**config.mk**
```make
export PLATFORM = sky130hd
export DESIGN_NAME = flow_xbar_top
export DESIGN_NICKNAME = d
export VERILOG_FILES = /design/src/common/flow_xbar_pkg.sv /design/src/logic/flow_reg_fwd.sv /design/src/logic/rr_arbiter.sv /design/src/xbar/flow_demux.sv /design/src/xbar/flow_mux_core.sv /design/src/xbar/flow_xbar_core.sv /design/src/xbar/flow_xbar_top.sv
export VERILOG_INCLUDE_DIRS = /design/src /design/src/common
export SDC_FILE = /design/constraint.sdc
export NUM_CORES = 1
export LEC_CHECK = 0
export ABC_CLOCK_PERIOD_IN_PS = 4600
export BUFFER_PORTS_ARGS = -buffer_cell sky130_fd_sc_hd__buf_2
export CORE_ASPECT_RATIO = 1.1
export CORE_MARGIN = 8
export CORE_UTILIZATION = 30
export CTS_CLUSTER_DIAMETER = 30
export CTS_CLUSTER_SIZE = 14
export DETAILED_ROUTE_END_ITERATION = 7
export MAX_ROUTING_LAYER = met4
export RECOVER_POWER = 100
export SYNTH_ARGS = -nofsm -noshare
export SYNTH_HDL_FRONTEND = slang
export SYNTH_SLANG_ARGS = --single-unit
```
**constraint.sdc**
```tcl
create_clock -name clk -period 4.6 [get_ports clk]
set_clock_uncertainty 0.05 [all_clocks]
set_input_delay 0.23 -clock clk [delete_from_list [all_inputs] [get_ports clk]]
set_output_delay 0.23 -clock clk [all_outputs]
set_load 0.02 [all_outputs]
```
**src/common/flow_xbar_cfg.svh**
```systemverilog
// These sizes fix every type in the crossbar and NUM_POP must be a power of two no less than 2
`ifndef FLOW_XBAR_CFG_SVH
`define FLOW_XBAR_CFG_SVH

// --------------------
// Port counts
// --------------------
`define FLOW_XBAR_NUM_PUSH 4
`define FLOW_XBAR_NUM_POP 4

// --------------------
// Widths
// --------------------
`define FLOW_XBAR_DATA_W 16

// Destination id selects one pop port
`define FLOW_XBAR_DEST_W $clog2(`FLOW_XBAR_NUM_POP)

`endif

```
**src/common/flow_xbar_pkg.sv**
```systemverilog
// Type widths follow the cfg macros only, so resizing means editing the cfg header
`default_nettype none

`include "flow_xbar_cfg.svh"

package flow_xbar_pkg;

  // --------------------
  // Vector types
  // --------------------

  // Item payload as carried end to end
  typedef logic [`FLOW_XBAR_DATA_W-1:0] payload_t;

  // Index of a pop port
  typedef logic [`FLOW_XBAR_DEST_W-1:0] dest_id_t;

  // One bit per source
  // Used for request, can_grant and grant rows
  typedef logic [`FLOW_XBAR_NUM_PUSH-1:0] push_mask_t;

  // --------------------
  // Flit
  // --------------------

  // What a source presents on its push port
  typedef struct packed {
    dest_id_t dest;
    payload_t data;
  } push_flit_t;

endpackage

`default_nettype wire

```
**src/logic/flow_reg_fwd.sv**
```systemverilog
// Single-entry forward slice with one cycle of latency and full throughput when pop_ready stays high
`default_nettype none

module flow_reg_fwd (
  input  logic                   clk,
  input  logic                   rst,

  input  logic                   push_valid,
  output logic                   push_ready,
  input  flow_xbar_pkg::payload_t push_data,

  output logic                   pop_valid,
  input  logic                   pop_ready,
  output flow_xbar_pkg::payload_t pop_data
);

  import flow_xbar_pkg::*;

  logic     valid_q;
  payload_t data_q;

  // Accept when empty or when the held item leaves this cycle
  assign push_ready = !valid_q || pop_ready;

  // --------------------
  // Valid flag
  // --------------------
  always_ff @(posedge clk) begin
    if (rst) begin
      valid_q <= 1'b0;
    end else if (push_ready) begin
      valid_q <= push_valid;
    end
  end

  // --------------------
  // Payload
  // --------------------
  always_ff @(posedge clk) begin
    if (push_valid && push_ready) begin
      data_q <= push_data;
    end
  end

  assign pop_valid = valid_q;
  assign pop_data  = data_q;

endmodule

`default_nettype wire

```
**src/logic/rr_arbiter.sv**
```systemverilog
// Needs at least two requesters and the grant is combinational from request and the pointer
`default_nettype none

module rr_arbiter (
  input  logic                     clk,
  input  logic                     rst,

  input  flow_xbar_pkg::push_mask_t request,
  input  logic                     enable_priority_update,

  output flow_xbar_pkg::push_mask_t can_grant,
  output flow_xbar_pkg::push_mask_t grant
);

  import flow_xbar_pkg::*;

  localparam int N = $bits(push_mask_t);

  // One-hot, marks the requester with top priority
  push_mask_t priority_ptr;
  push_mask_t at_or_above;
  push_mask_t masked_req;

  // --------------------
  // Winner selection
  // --------------------

  // Every bit position from the pointer upward
  assign at_or_above = ~(priority_ptr - push_mask_t'(1));
  assign masked_req  = request & at_or_above;

  // Lowest set bit of the masked row, else wrap to the lowest request overall
  always_comb begin
    if (|masked_req) begin
      can_grant = masked_req & (~masked_req + push_mask_t'(1));
    end else begin
      can_grant = request & (~request + push_mask_t'(1));
    end
  end

  // Only a grant that is consumed counts
  assign grant = can_grant & {N{enable_priority_update}};

  // --------------------
  // Priority pointer
  // --------------------

  // Move to the source just above the winner
  always_ff @(posedge clk) begin
    if (rst) begin
      priority_ptr <= push_mask_t'(1);
    end else if (|grant) begin
      priority_ptr <= {grant[N-2:0], grant[N-1]};
    end
  end

endmodule

`default_nettype wire

```
**src/xbar/flow_demux.sv**
```systemverilog
// Purely combinational, and a dest beyond the last pop port leaves the flit stuck
`default_nettype none

`include "flow_xbar_cfg.svh"

module flow_demux (
  input  logic                              push_valid,
  output logic                              push_ready,
  input  flow_xbar_pkg::push_flit_t         push_flit,

  output logic [`FLOW_XBAR_NUM_POP-1:0]     lane_valid,
  input  logic [`FLOW_XBAR_NUM_POP-1:0]     lane_ready,
  output flow_xbar_pkg::payload_t           lane_data
);

  import flow_xbar_pkg::*;

  // --------------------
  // Lane select
  // --------------------

  // One-hot decode of dest gated by push_valid
  always_comb begin
    for (int j = 0; j < `FLOW_XBAR_NUM_POP; j++) begin
      lane_valid[j] = push_valid && (push_flit.dest == dest_id_t'(j));
    end
  end

  // Backpressure comes from the chosen lane only
  assign push_ready = lane_ready[push_flit.dest];

  // --------------------
  // Payload
  // --------------------

  // Broadcast to every lane, lane_valid decides who takes it
  assign lane_data = push_flit.data;

endmodule

`default_nettype wire

```
**src/xbar/flow_mux_core.sv**
```systemverilog
// Relies on an external arbiter whose can_grant is one-hot and a subset of request
`default_nettype none

`include "flow_xbar_cfg.svh"

module flow_mux_core (
  input  flow_xbar_pkg::push_mask_t                          lane_valid,
  output flow_xbar_pkg::push_mask_t                          lane_ready,
  input  flow_xbar_pkg::payload_t [`FLOW_XBAR_NUM_PUSH-1:0] lane_data,

  output logic                                               pop_valid,
  input  logic                                               pop_ready,
  output flow_xbar_pkg::payload_t                            pop_data,

  // Arbiter side
  output flow_xbar_pkg::push_mask_t                          request,
  input  flow_xbar_pkg::push_mask_t                          can_grant,
  input  flow_xbar_pkg::push_mask_t                          grant,
  output logic                                               enable_priority_update
);

  // --------------------
  // Request path
  // --------------------

  // Every lane holding an item competes
  assign request   = lane_valid;
  assign pop_valid = |lane_valid;

  // --------------------
  // Data select
  // --------------------

  // AND-OR mux on the one-hot can_grant
  always_comb begin
    pop_data = '0;
    for (int i = 0; i < `FLOW_XBAR_NUM_PUSH; i++) begin
      if (can_grant[i]) begin
        pop_data = pop_data | lane_data[i];
      end
    end
  end

  // --------------------
  // Consumption
  // --------------------

  // Priority moves only when the downstream stage takes the item
  assign enable_priority_update = pop_ready;

  // grant already includes pop_ready, so at most one lane is released
  assign lane_ready = grant;

endmodule

`default_nettype wire

```
**src/xbar/flow_xbar_core.sv**
```systemverilog
// Both register stages are always present, so the uncontended latency is two cycles
`default_nettype none

`include "flow_xbar_cfg.svh"

module flow_xbar_core (
  input  logic                                               clk,
  input  logic                                               rst,

  input  logic [`FLOW_XBAR_NUM_PUSH-1:0]                     push_valid,
  output logic [`FLOW_XBAR_NUM_PUSH-1:0]                     push_ready,
  input  flow_xbar_pkg::push_flit_t [`FLOW_XBAR_NUM_PUSH-1:0] push_flit,

  output logic [`FLOW_XBAR_NUM_POP-1:0]                      pop_valid,
  input  logic [`FLOW_XBAR_NUM_POP-1:0]                      pop_ready,
  output flow_xbar_pkg::payload_t [`FLOW_XBAR_NUM_POP-1:0]   pop_data,

  // Per pop port arbiter interface
  output flow_xbar_pkg::push_mask_t [`FLOW_XBAR_NUM_POP-1:0] request,
  input  flow_xbar_pkg::push_mask_t [`FLOW_XBAR_NUM_POP-1:0] can_grant,
  input  flow_xbar_pkg::push_mask_t [`FLOW_XBAR_NUM_POP-1:0] grant,
  output logic [`FLOW_XBAR_NUM_POP-1:0]                      enable_priority_update
);

  import flow_xbar_pkg::*;

  localparam int NP = `FLOW_XBAR_NUM_PUSH;
  localparam int NQ = `FLOW_XBAR_NUM_POP;

  // Demux side, indexed [source][destination]
  logic [NP-1:0][NQ-1:0] demux_valid;
  logic [NP-1:0][NQ-1:0] demux_ready;
  payload_t [NP-1:0]     demux_data;

  // Mux side, indexed [destination][source]
  push_mask_t [NQ-1:0]         mux_in_valid;
  push_mask_t [NQ-1:0]         mux_in_ready;
  payload_t [NQ-1:0][NP-1:0]   mux_in_data;

  logic [NQ-1:0]     mux_out_valid;
  logic [NQ-1:0]     mux_out_ready;
  payload_t [NQ-1:0] mux_out_data;

  // --------------------
  // Demux and lanes
  // --------------------
  for (genvar i = 0; i < NP; i++) begin : gen_push
    flow_demux flow_demux_push (
      .push_valid (push_valid[i]),
      .push_ready (push_ready[i]),
      .push_flit  (push_flit[i]),
      .lane_valid (demux_valid[i]),
      .lane_ready (demux_ready[i]),
      .lane_data  (demux_data[i])
    );

    // Transpose happens here, source-major in and destination-major out
    for (genvar j = 0; j < NQ; j++) begin : gen_lane
      flow_reg_fwd flow_reg_fwd_lane (
        .clk,
        .rst,
        .push_valid (demux_valid[i][j]),
        .push_ready (demux_ready[i][j]),
        .push_data  (demux_data[i]),
        .pop_valid  (mux_in_valid[j][i]),
        .pop_ready  (mux_in_ready[j][i]),
        .pop_data   (mux_in_data[j][i])
      );
    end
  end

  // --------------------
  // Mux and pop stage
  // --------------------
  for (genvar j = 0; j < NQ; j++) begin : gen_pop
    flow_mux_core flow_mux_core_pop (
      .lane_valid             (mux_in_valid[j]),
      .lane_ready             (mux_in_ready[j]),
      .lane_data              (mux_in_data[j]),
      .pop_valid              (mux_out_valid[j]),
      .pop_ready              (mux_out_ready[j]),
      .pop_data               (mux_out_data[j]),
      .request                (request[j]),
      .can_grant              (can_grant[j]),
      .grant                  (grant[j]),
      .enable_priority_update (enable_priority_update[j])
    );

    flow_reg_fwd flow_reg_fwd_pop (
      .clk,
      .rst,
      .push_valid (mux_out_valid[j]),
      .push_ready (mux_out_ready[j]),
      .push_data  (mux_out_data[j]),
      .pop_valid  (pop_valid[j]),
      .pop_ready  (pop_ready[j]),
      .pop_data   (pop_data[j])
    );
  end

endmodule

`default_nettype wire

```
**src/xbar/flow_xbar_top.sv**
```systemverilog
// NUM_PUSH and NUM_POP must equal the cfg macros, which set the internal types
`default_nettype none

`include "flow_xbar_cfg.svh"

module flow_xbar_top #(
  parameter int NUM_PUSH = `FLOW_XBAR_NUM_PUSH,
  parameter int NUM_POP  = `FLOW_XBAR_NUM_POP
) (
  input  logic                                    clk,
  input  logic                                    rst,

  input  logic [NUM_PUSH-1:0]                     push_valid,
  output logic [NUM_PUSH-1:0]                     push_ready,
  input  flow_xbar_pkg::push_flit_t [NUM_PUSH-1:0] push_flit,

  output logic [NUM_POP-1:0]                      pop_valid,
  input  logic [NUM_POP-1:0]                      pop_ready,
  output flow_xbar_pkg::payload_t [NUM_POP-1:0]   pop_data
);

  import flow_xbar_pkg::*;

  push_mask_t [NUM_POP-1:0] request;
  push_mask_t [NUM_POP-1:0] can_grant;
  push_mask_t [NUM_POP-1:0] grant;
  logic [NUM_POP-1:0]       enable_priority_update;

  // Catch a size override that the types cannot follow
  if (NUM_PUSH != `FLOW_XBAR_NUM_PUSH || NUM_POP != `FLOW_XBAR_NUM_POP) begin : gen_size_check
    $error("flow_xbar_top sizes differ from flow_xbar_cfg.svh");
  end

  // --------------------
  // Crossbar datapath
  // --------------------
  flow_xbar_core flow_xbar_core_inst (
    .clk,
    .rst,
    .push_valid,
    .push_ready,
    .push_flit,
    .pop_valid,
    .pop_ready,
    .pop_data,
    .request,
    .can_grant,
    .grant,
    .enable_priority_update
  );

  // --------------------
  // Arbiters
  // --------------------

  // One round-robin arbiter per destination
  for (genvar j = 0; j < NUM_POP; j++) begin : gen_arb
    rr_arbiter rr_arbiter_pop (
      .clk,
      .rst,
      .request                (request[j]),
      .enable_priority_update (enable_priority_update[j]),
      .can_grant              (can_grant[j]),
      .grant                  (grant[j])
    );
  end

endmodule

`default_nettype wire
```
==> reports/summary.txt, run 1 <==
Failing checks - max-capacitance violations, max-slew violations
HP Class - input port to flip-flop
First-pass GRT wire length - 60400 um
Ys async rst share - 0%
PnR Total Power - 0.00847 W
Mapped Area - 13600 um^2
# fillers - 4224
Synth Warn # - 0
WP buf/inv - 1
Post-route DRC violation count - 0
Setup TNS - 0 ps
Rows - 81
Fin crit period - 3780 ps
Clock-pin transition on the worst setup and hold timing paths - 50 ps
Die X - 219 um
CTS tree - done
Crit Path Max Fanout - 18
Outcome - finished, violations left
Clock buffer depth - 3
Worst Setup Start Kind - flip-flop
Pin count of the biggest net entering global routing - 37
Hold Violations, Final - 0
Chip height - 239 um
CP Data Arrival Time - 3900 ps
Vias/cell - 5.09
Port Buf Inserts - 153
Vias in the first global route - 9002
Initial antenna violation count - 3
Htree depth - 2
Starting Density - 30.4%
Gr ovfl total - 0
Post-CTS sizing - 0
CP max-delay cell - clkbuf_1
Synthesis-to-finish area growth - 27.7%
Worst-Margin Slew - 1820 ps
Clock latency at the later pin of the worst-skew pair - 570 ps
Fin worst setup slack - 817 ps
EDFF count, synth - 320
GRT Total Usage - 16.5%
Static Leak - 5.84 nW
F_max - 264 MHz
Synth unique cells - 60
CTS sink count - 356
Max_slew headroom - -21.9%
Count of final setup violators - 0
Global placer's final weighted congestion - 0.844
Mapped Cells - 812
Die footprint - 52300 um^2
Core area - 44600 um^2
Cell family contributing the most delay on the critical path - compound AO/OA/AOI/OAI gates
DR iter-0 viols - 783
Quantity of hold-fixing buffers added after cts - 80
Tcrit/Tclk final - 82.2%
Via Count - 8702
Inserted Clock Buffers - 50
WP data required - 4710 ps
Peak supply drop - 254 uV
Synth Register Bits - 356
Syn_area_per_cell - 16.7 um^2
Final wirelength - 42900 um
Syn Nets - 898
Routed WL per cell - 25.1 um
Routed Antenna Nets - 0
Crit path largest cell delay - 950 ps
Critical Path, Cell by Cell - or4_1 > nand3_1 > a31o_1 > a21bo_1 > nor2b_2 > clkbuf_1
P per Cell Area - 489 nW/um^2
Unrepaired setup endpoints after global routing - no
Pre-CTS setup slack - 1720 ps
Fraction of layout cells with a size suffix above 1 - 12.9%
Max-cap violation count - 11
HPWL Detailed - 27400 um
Fin Hold WS - 23.1 ps
Slew Limit Fails - 165
Endpoint class of the critical path - flip-flop
Post-synthesis sequential area ratio - 76.1%
Crit Path Class - flip-flop to flip-flop
Main synth FF type - edfxtp_1
First drt pass iteration count - 5
# nets final - 1171
Utilization after layout - 38.9%
Post-CTS setup buffers - 0
CTS root buffer - clkbuf_16
Ports - 154
[tightest hold or removal path, cell delays in order]
cell and delay (ps):
buf_2 80, nand2b_1 170, a21oi_1 80
[synth_stat cells (all sizes together), types with 3 or more instances]
library cell  instances  area [um^2]
dfxtp                36          721
a221o                46          460
mux4                  4         90.1
or3                   4         25.0
nor2                 21         78.8
or3b                  4         35.0
edfxtp              320         9610
nand2b                5         31.3
a22oi                 7         52.6
o31ai                 7         98.8
buf                  27          204
nand3                24          130
nor3                  9         82.6
xnor2                 4         35.0
a22o                 48          420
inv                  19         71.3
ha                    4         50.1
and2                  4         25.0
nand3b                9         67.6
o22ai                 3         37.5
a32oi                17          149
a31oi                10         68.8
a21oi                31          159
a21o                  3         22.5
o21ai                33          165
nor4                  3         31.3
nand2                49          184
nor2b                20          125
clkbuf               13         51.3
o31a                  4         35.0
[cells in the final DEF (no fill, tap or decap), types with 19 or more instances in the layout]
| cell | n |
|---|---|
| a21oi_1 | 30 |
| a221o_1 | 46 |
| a22o_1 | 48 |
| clkbuf_1 | 161 |
| clkbuf_16 | 51 |
| dfxtp_1 | 36 |
| dlygate4sd3_1 | 80 |
| edfxtp_1 | 320 |
| inv_1 | 19 |
| nand2_1 | 49 |
| nand3_1 | 23 |
| nor2_1 | 21 |
| o21ai_0 | 33 |
[through the flow]
step           cells  cell area, um^2
2_1_floorplan    812            13600
3_5_place_dp    1534            15100
4_1_cts         1708            17700
5_1_grt         1711            17300
3_3_place_gp    1534            15100
6_report        1711            17300
[worst paths after layout]
check	start	end	slack, ps	cells after the start
max	gen_arb[2].rr_arbiter_pop.priority_ptr[0]	flip-flop	820	6
min	pop_ready[0]	flip-flop	20	3
max reg2reg	gen_arb[2].rr_arbiter_pop.priority_ptr[0]	flip-flop	820	6
min reg2reg	gen_arb[3].rr_arbiter_pop.priority_ptr[3]	gen_arb[3].rr_arbiter_pop.priority_ptr[3]	440	2
[power breakdown]
group	switching (W)	internal (W)	total [W]
clock network	0.00150	0.00252	0.00402
logic	0.000452	0.000219	0.000671
registers	0.0000723	0.00371	0.00378
[layout make-up]
cell class                      instances  area [um^2]  share of cell area, %
Inverter                               19         71.3                  0.411
Antenna cell                            3         7.51                 0.0433
Timing Repair Buffer                  261         1530                   8.81
Tap cell                              581          727                   4.19
Clock inverter                         36          462                   2.66
Sequential cell                       356        10300                   59.6
Multi-Input combinational cell        397         2870                   16.6
Clock buffer                           58         1330                   7.69
[per-layer routing]
layer  vias to the layer above  GRT usage (%)  part of all wire (%)
met1                      4349           18.9                    39
met3                       113           2.94                   6.4
met2                       387           27.5                    50
met4                         0           8.34                   5.1
met5                         -              -                     0
li1                       3853              -                     -
[logic make-up after synthesis]
group,after synthesis,share of synthesized area [%]
flip-flops,356,76.1
AO/OA/AOI/OAI,225,13.7
AND/OR/NAND/NOR,160,6.53
buffers and inverters,59,2.41
XOR/XNOR,4,0.258
multiplexers,4,0.664
adder cells (fa/ha/maj),4,0.369
No activity file was read; power rests on OpenSTA's default activity.
==> inputs of run 2 (changes only) <==
--- a/config.mk
+++ b/config.mk
@@ -6,7 +6,7 @@
 export SDC_FILE = /design/constraint.sdc
 export NUM_CORES = 1
 export LEC_CHECK = 0
-export ABC_CLOCK_PERIOD_IN_PS = 4600
+export ABC_CLOCK_PERIOD_IN_PS = 3400
 export BUFFER_PORTS_ARGS = -buffer_cell sky130_fd_sc_hd__buf_2
 export CORE_ASPECT_RATIO = 1.1
 export CORE_MARGIN = 8
==> constraint.sdc (replaced) <==
create_clock -name clk -period 3.4 [get_ports clk]
set_clock_uncertainty 0.05 [all_clocks]
set_input_delay 0.17 -clock clk [delete_from_list [all_inputs] [get_ports clk]]
set_output_delay 0.17 -clock clk [all_outputs]
set_load 0.02 [all_outputs]
==> run 2 against run 1 <==
The flow now finishes without violations. Highest routed layer unchanged. Final cell count is 1.3% higher. Global-route usage is 0.50 points higher. First-iteration DRC count is 5.6% lower. Largest cell class unchanged. Clock power is 35% higher. Worst setup slack worse by 600 ps. Sequential share of layout area is 0.64 points lower. Die area stayed put. Final area is 1.1% higher. Via count is 1.7% higher. Hold slack better by 5.3 ps.
==> reports/summary.txt, run 2 (synthesis results as in run 1) <==
Final wirelength - 43900 um (+2.3%)
Pin count of the biggest net entering global routing - 37 (unchanged)
Crit Path Max Fanout - 13 (-5)
Clock buffer depth - 3 (unchanged)
Ports - 154 (unchanged)
Outcome - finished clean
Gr ovfl total - 0 (unchanged)
Clock latency at the later pin of the worst-skew pair - 570 ps (about the same)
P per Cell Area - 656 nW/um^2 (+34%)
Count of final setup violators - 0 (unchanged)
Post-route DRC violation count - 0 (unchanged)
GRT Total Usage - 17.0% (+0.50 points)
Commonest non-fill, non-tap cell in the layout - edfxtp_1
First-pass GRT wire length - 62100 um (+2.9%)
Clock-pin transition on the worst setup and hold timing paths - 60 ps (about the same)
RR Startpoint - gen_arb[2].rr_arbiter_pop.priority_ptr[0]
Commonest non-fill, non-tap cells in the layout - 320 x edfxtp_1, 143 x clkbuf_1, 87 x dlygate4sd3_1
Via Count - 8848 (+1.7%)
Routed Antenna Nets - 0 (unchanged)
Post-Place Cells - 1545 (+0.72%)
Peak supply drop - 388 uV (+53%)
CTS sink count - 356 (unchanged)
Chip height - 239 um (unchanged)
Post-CTS setup buffers - 0 (unchanged)
Routed WL per cell - 25.4 um (+1.0%)
Rows - 81 (unchanged)
Tcrit/Tclk final - 93.5% (+11 points)
Worst-Margin Slew - 1370 ps (-445 ps)
Hold Path Depth - 3 (unchanged)
Vias/cell - 5.11 (+0.39%)
Vias in the first global route - 9132 (+1.4%)
Unrepaired setup endpoints after global routing - no
CP Data Arrival Time - 3530 ps (-370 ps)
F_max - 314 MHz (+19%)
Pre-CTS setup slack - 620 ps (-1100 ps)
HP Class - input port to flip-flop
Setup TNS - 0 ps (unchanged)
Initial antenna violation count - 3 (unchanged)
Htree depth - 2 (unchanged)
Slew Limit Fails - 0 (-100%)
Endpoint class of the critical path - flip-flop
Die X - 219 um (unchanged)
Layout Cells excl Fill - 1733 (+1.3%)
Global placer's final weighted congestion - 0.828 (-1.9%)
Max-cap violation count - 0 (-11)
Crit Path Class - flip-flop to flip-flop
WP data required - 3750 ps (-960 ps)
Static Leak - 5.95 nW (+2.0%)
Fin worst setup slack - 220 ps (-596 ps)
HPWL Detailed - 28500 um (+3.7%)
Max_slew headroom - 8.52% (+30 points)
Starting Density - 30.4% (unchanged)
Reg2Reg Setup Slack - 220 ps (-600 ps)
CTS root buffer - clkbuf_16
Fin crit period - 3180 ps (-604 ps)
Hold path start - pop_ready[1]
Port Buf Inserts - 153 (unchanged)
Synthesis-to-finish area growth - 29.1%
Core area - 44600 um^2 (unchanged)
# nets final - 1192 (+1.8%)
Worst Setup Start Kind - flip-flop
Inserted Clock Buffers - 53 (+6.0%)
Fraction of layout cells with a size suffix above 1 - 15.6% (+2.7 points)
Utilization after layout - 39.3% (+0.42 points)
Hold Violations, Final - 0 (unchanged)
CTS tree - done
Worst r2r path cells - 6 (unchanged)
Die footprint - 52300 um^2 (unchanged)
First drt pass iteration count - 5 (unchanged)
DR iter-0 viols - 739 (-5.6%)
-- run 2: metrics by stage --
| step | total power, W | cell area [um^2] | hold slack [ps] |
|---|---|---|---|
| floorplan | 0.00566 | 13600 | 219 |
| detailed placement | 0.00611 | 15100 | 348 |
| global route | 0.0118 | 17500 | 52.1 |
| global placement | 0.00609 | 15100 | 347 |
| finish | 0.0115 | 17500 | 28.4 |
| CTS | 0.0116 | 17800 | 0.954 |
-- run 2: critical path, stage by stage, from the launching register on --
cell and delay, ps:
dfxtp_1 390, or4_1 570, a31oi_1 340, and3_1 380, clkbuf_1 860, o21ai_0 220
nand3_1 200
-- run 2: power by group --
group          switching (W)  internal [W]
Sequential         0.0000975       0.00502
Combinational       0.000625      0.000310
Clock                0.00212       0.00332
-- run 2: layout make-up --
| class | instances | area [um^2] |
|---|---|---|
| Timing Repair Buffer | 279 | 1690 |
| Multi-Input combinational cell | 397 | 2890 |
| Clock buffer | 55 | 1380 |
| Antenna cell | 3 | 7.51 |
| Inverter | 19 | 71.3 |
| Tap cell | 581 | 727 |
| Clock inverter | 43 | 434 |
| Fill cell | 4202 | 27100 |
| Sequential cell | 356 | 10300 |
-- run 2: how the worst max path moves through the flow --
stage / start / endpoint / slack, ps / cells after the start
after detailed placement: gen_arb[0].rr_arbiter_pop.priority_ptr[0] / flip-flop / 620 / 8
after floorplan: gen_arb[0].rr_arbiter_pop.priority_ptr[0] / flip-flop / 540 / 7
after CTS: gen_arb[2].rr_arbiter_pop.priority_ptr[0] / push_ready[0] / 140 / 8
after global placement: gen_arb[0].rr_arbiter_pop.priority_ptr[0] / flip-flop / 690 / 7
after global routing: gen_arb[0].rr_arbiter_pop.priority_ptr[0] / push_ready[3] / 60 / 8
final: gen_arb[2].rr_arbiter_pop.priority_ptr[0] / flip-flop / 220 / 6
-- run 2: layer usage --
metal / vias up / global-route usage (%) / routed length, um
met2: 382 / 27.5 / 21300
met3: 111 / 3.47 / 3020
met1: 4442 / 19.7 / 17200
met5: - / - / 0
li1: 3913 / - / -
met4: 0 / 9.23 / 2450
-- run 2: what timing repair did --
action,4_1_cts,5_1_grt
endpoints found under the hold margin,275,0
resized for setup,0,1
hold buffers,87,0
endpoints found under the setup margin,0,1
==> inputs of run 3 (changes only) <==
--- a/config.mk
+++ b/config.mk
@@ -18,4 +18,5 @@
 export RECOVER_POWER = 100
 export SYNTH_ARGS = -nofsm -noshare
 export SYNTH_HDL_FRONTEND = slang
+export SYNTH_HIERARCHICAL = 1
 export SYNTH_SLANG_ARGS = --single-unit
==> run 3 against run 2 <==
The flow now finishes with violations (max-capacitance violations, max-slew violations). Critical path depth grew 3. Count of clock-buffer cells in the layout shrank 2. Core utilization is 3.5 points lower. First-iteration DRC count increased by 2.8%. Die area is 9.7% higher. Combinational power rose by 40%. Final area rose by 1.4%.
==> reports/summary.txt, run 3 <==
Post-synthesis sequential area ratio - 68.9% (-7.2 points)
Post-CTS setup buffers - 0 (unchanged)
Failing checks - max-capacitance violations, max-slew violations
Port Buf Inserts - 153 (unchanged)
Crit path largest cell delay - 470 ps (-390 ps)
Fin worst setup slack - 142 ps (-78.6 ps)
Commonest non-fill, non-tap cell in the layout - edfxtp_1
WP data required - 3180 ps (-570 ps)
Initial antenna violation count - 1 (-2)
Global placer's final weighted congestion - 0.860 (+3.9%)
Layout Cells excl Fill - 1843 (+6.3%)
Vias in the first global route - 9070 (-0.68%)
Synth Warn # - 6 (+6)
CP Data Arrival Time - 3040 ps (-490 ps)
Synthesis-to-finish area growth - 18.6%
HP Class - input port to flip-flop
Peak supply drop - 414 uV (+6.5%)
Syn Nets - 1078 (+20%)
Area contributors post-synth - edfxtp_1 64%, a22oi_1 5.6%, buf_4 5.4%
Cell taking the most area after synthesis - edfxtp_1
Max_slew headroom - -9.68% (-18 points)
CTS root buffer - clkbuf_16
Via Count - 8978 (+1.5%)
Hold Violations, Final - 0 (unchanged)
Worst-Margin Slew - 1640 ps (+272 ps)
Pre-CTS setup slack - 705 ps (+84.3 ps)
Final wirelength - 41300 um (-5.9%)
Starting Density - 30.2% (-0.28 points)
Post-Place Cells - 1674 (+8.3%)
Crit Path Class - flip-flop to primary output
Clock-pin transition on the worst setup and hold timing paths - 50 ps (about the same)
Fin crit period - 3260 ps (+78.6 ps)
Outcome - finished, violations left
Slew Limit Fails - 34 (+34)
Ports - 154 (unchanged)
Routed WL per cell - 22.4 um (-12%)
P per Cell Area - 676 nW/um^2 (+3.0%)
Synth unique cells - 41 (-32%)
Endpoint class of the critical path - primary output
Static Leak - 6.11 nW (+2.7%)
Die X - 229 um (+4.7%)
Clock buffer depth - 3 (unchanged)
CP max-delay cell - dfxtp_1
Syn_area_per_cell - 15.1 um^2 (-9.6%)
EDFF count, synth - 320 (unchanged)
Worst Setup Start Kind - flip-flop
Mapped Area - 15000 um^2 (+10%)
Post-route DRC violation count - 0 (unchanged)
HPWL Detailed - 29800 um (+4.8%)
# nets final - 1228 (+3.0%)
Chip height - 250 um (+4.8%)
Ys async rst share - 0% (unchanged)
Most common cell in the netlist - edfxtp_1
WP buf/inv - 3 (+2)
First drt pass iteration count - 7 (+2)
Htree depth - 2 (unchanged)
Crit Path Max Fanout - 8 (-5)
Pin count of the biggest net entering global routing - 28 (-24%)
Inserted Clock Buffers - 50 (-5.7%)
Gr ovfl total - 0 (unchanged)
Core area - 49700 um^2 (+11%)
DR iter-0 viols - 760 (+2.8%)
Vias/cell - 4.87 (-4.6%)
Tcrit/Tclk final - 95.8% (+2.3 points)
Commonest non-fill, non-tap cells in the layout - 320 x edfxtp_1, 136 x clkbuf_1, 115 x a22oi_1
F_max - 307 MHz (-2.4%)
Mapped Cells - 992 (+22%)
GRT Total Usage - 14.3% (-2.7 points)
Top-area cell type share of the netlist area - 64.1% (-6.7 points)
CTS tree - done
Synth Register Bits - 356 (unchanged)
Count of final setup violators - 0 (unchanged)
Clock latency at the later pin of the worst-skew pair - 550 ps (-20 ps)
Max-cap violation count - 2 (+2)
First-pass GRT wire length - 59800 um (-3.8%)
Routed Antenna Nets - 0 (unchanged)
Setup TNS - 0 ps (unchanged)
Fin Hold WS - 19.2 ps (-9.15 ps)
# fillers - 4812 (+15%)
Critical Path, Cell by Cell - inv_1 > ha_1 > xor2_1 > nor2_1 > o31a_1 > clkinv_1 > nand2b_4 > mux4_2 > clkbuf_2
Rows - 86 (+6.2%)
Most instantiated cells after synthesis - 320 x edfxtp_1, 112 x a22oi_1, 108 x buf_4
Cell family contributing the most delay on the critical path - simple AND/OR/NAND/NOR gates
Die footprint - 57400 um^2 (+9.7%)
CTS sink count - 356 (unchanged)
Unrepaired setup endpoints after global routing - no
Main synth FF type - edfxtp_1
Fraction of layout cells with a size suffix above 1 - 16.8% (+1.3 points)
==> run 3: cell count changes after synthesis, moves of 27 or more <==
cell,previous run,this run
a21oi_1,30,0
a221o_1,46,0
a22o_1,48,0
a22oi_1,7,112
buf_4,10,108
inv_1,19,48
nand2_1,49,76
==> run 3: cells by family (layout without fill, tap and decap cells) <==
family                   count (synthesis)  count (layout)  synth area share, %
flip-flops                             356             356                 68.9
AO/OA/AOI/OAI                          224             224                 12.2
other                                    0               1                    0
buffers and inverters                  200             390                 9.15
AND/OR/NAND/NOR                        200             200                 8.55
XOR/XNOR                                 4               4                0.234
adder cells (fa/ha/maj)                  4               4                0.334
multiplexers                             4               4                0.601
==> run 3: tightest hold or removal path: stages <==
cell and delay, ps:
buf_2 100, and3b_2 180, inv_1 40, a21oi_2 90
==> run 3: per-layer routing <==
layer | track usage [%] | vias to the layer above | share of wire [%]
li1 | - | 4010 | -
met1 | 17.0 | 4535 | 40
met2 | 24.9 | 384 | 52
met3 | 2.74 | 49 | 6.2
met4 | 3.26 | 0 | 1.6
met5 | - | - | 0
==> run 3: cell type report <==
type | count | area (um^2) | area share (%)
flip-flops and latches | 356 | 10300 | 58.1
clock inverters | 39 | 483 | 2.72
repair buffers | 246 | 1480 | 8.34
diodes | 1 | 2.50 | 0.0141
inverters | 52 | 195 | 1.10
clock buffers | 53 | 1280 | 7.22
well taps | 660 | 826 | 4.65
multi-input cells | 436 | 3170 | 17.8
==> run 3: worst paths after layout <==
kind	start	end	slack, ps	cells past startpoint
hold / removal	push_valid[0]	flip-flop	20	4
hold reg to reg	flip-flop	flip-flop	470	2
setup / recovery	gen_arb[1].rr_arbiter_pop/priority_ptr[0]	push_ready[1]	140	9
setup reg to reg	gen_arb[2].rr_arbiter_pop/priority_ptr[0]	flip-flop	270	6
==> run 3: timing repair <==
| item | in CTS | in global routing |
|---|---|---|
| hold buffers | 76 | 0 |
| gates resized for setup | 0 | 3 |
| endpoints found under the hold margin | 264 | 0 |
| setup endpoints to repair | 0 | 1 |
==> run 3: power by group <==
group | internal [W] | switching, W
Clock | 0.00341 | 0.00202
Combinational | 0.000409 | 0.000903
Sequential | 0.00511 | 0.000165
==> run 3: per-stage QoR <==
stage | total power, W | area, um^2 | utilization [%]
floorplan | 0.00627 | 15000 | -
global placement | 0.00667 | 15600 | 31.4
detailed placement | 0.00669 | 15600 | 31.4
CTS | 0.0122 | 18100 | 36.4
global route | 0.0124 | 17800 | 35.7
finish | 0.0120 | 17800 | 35.7
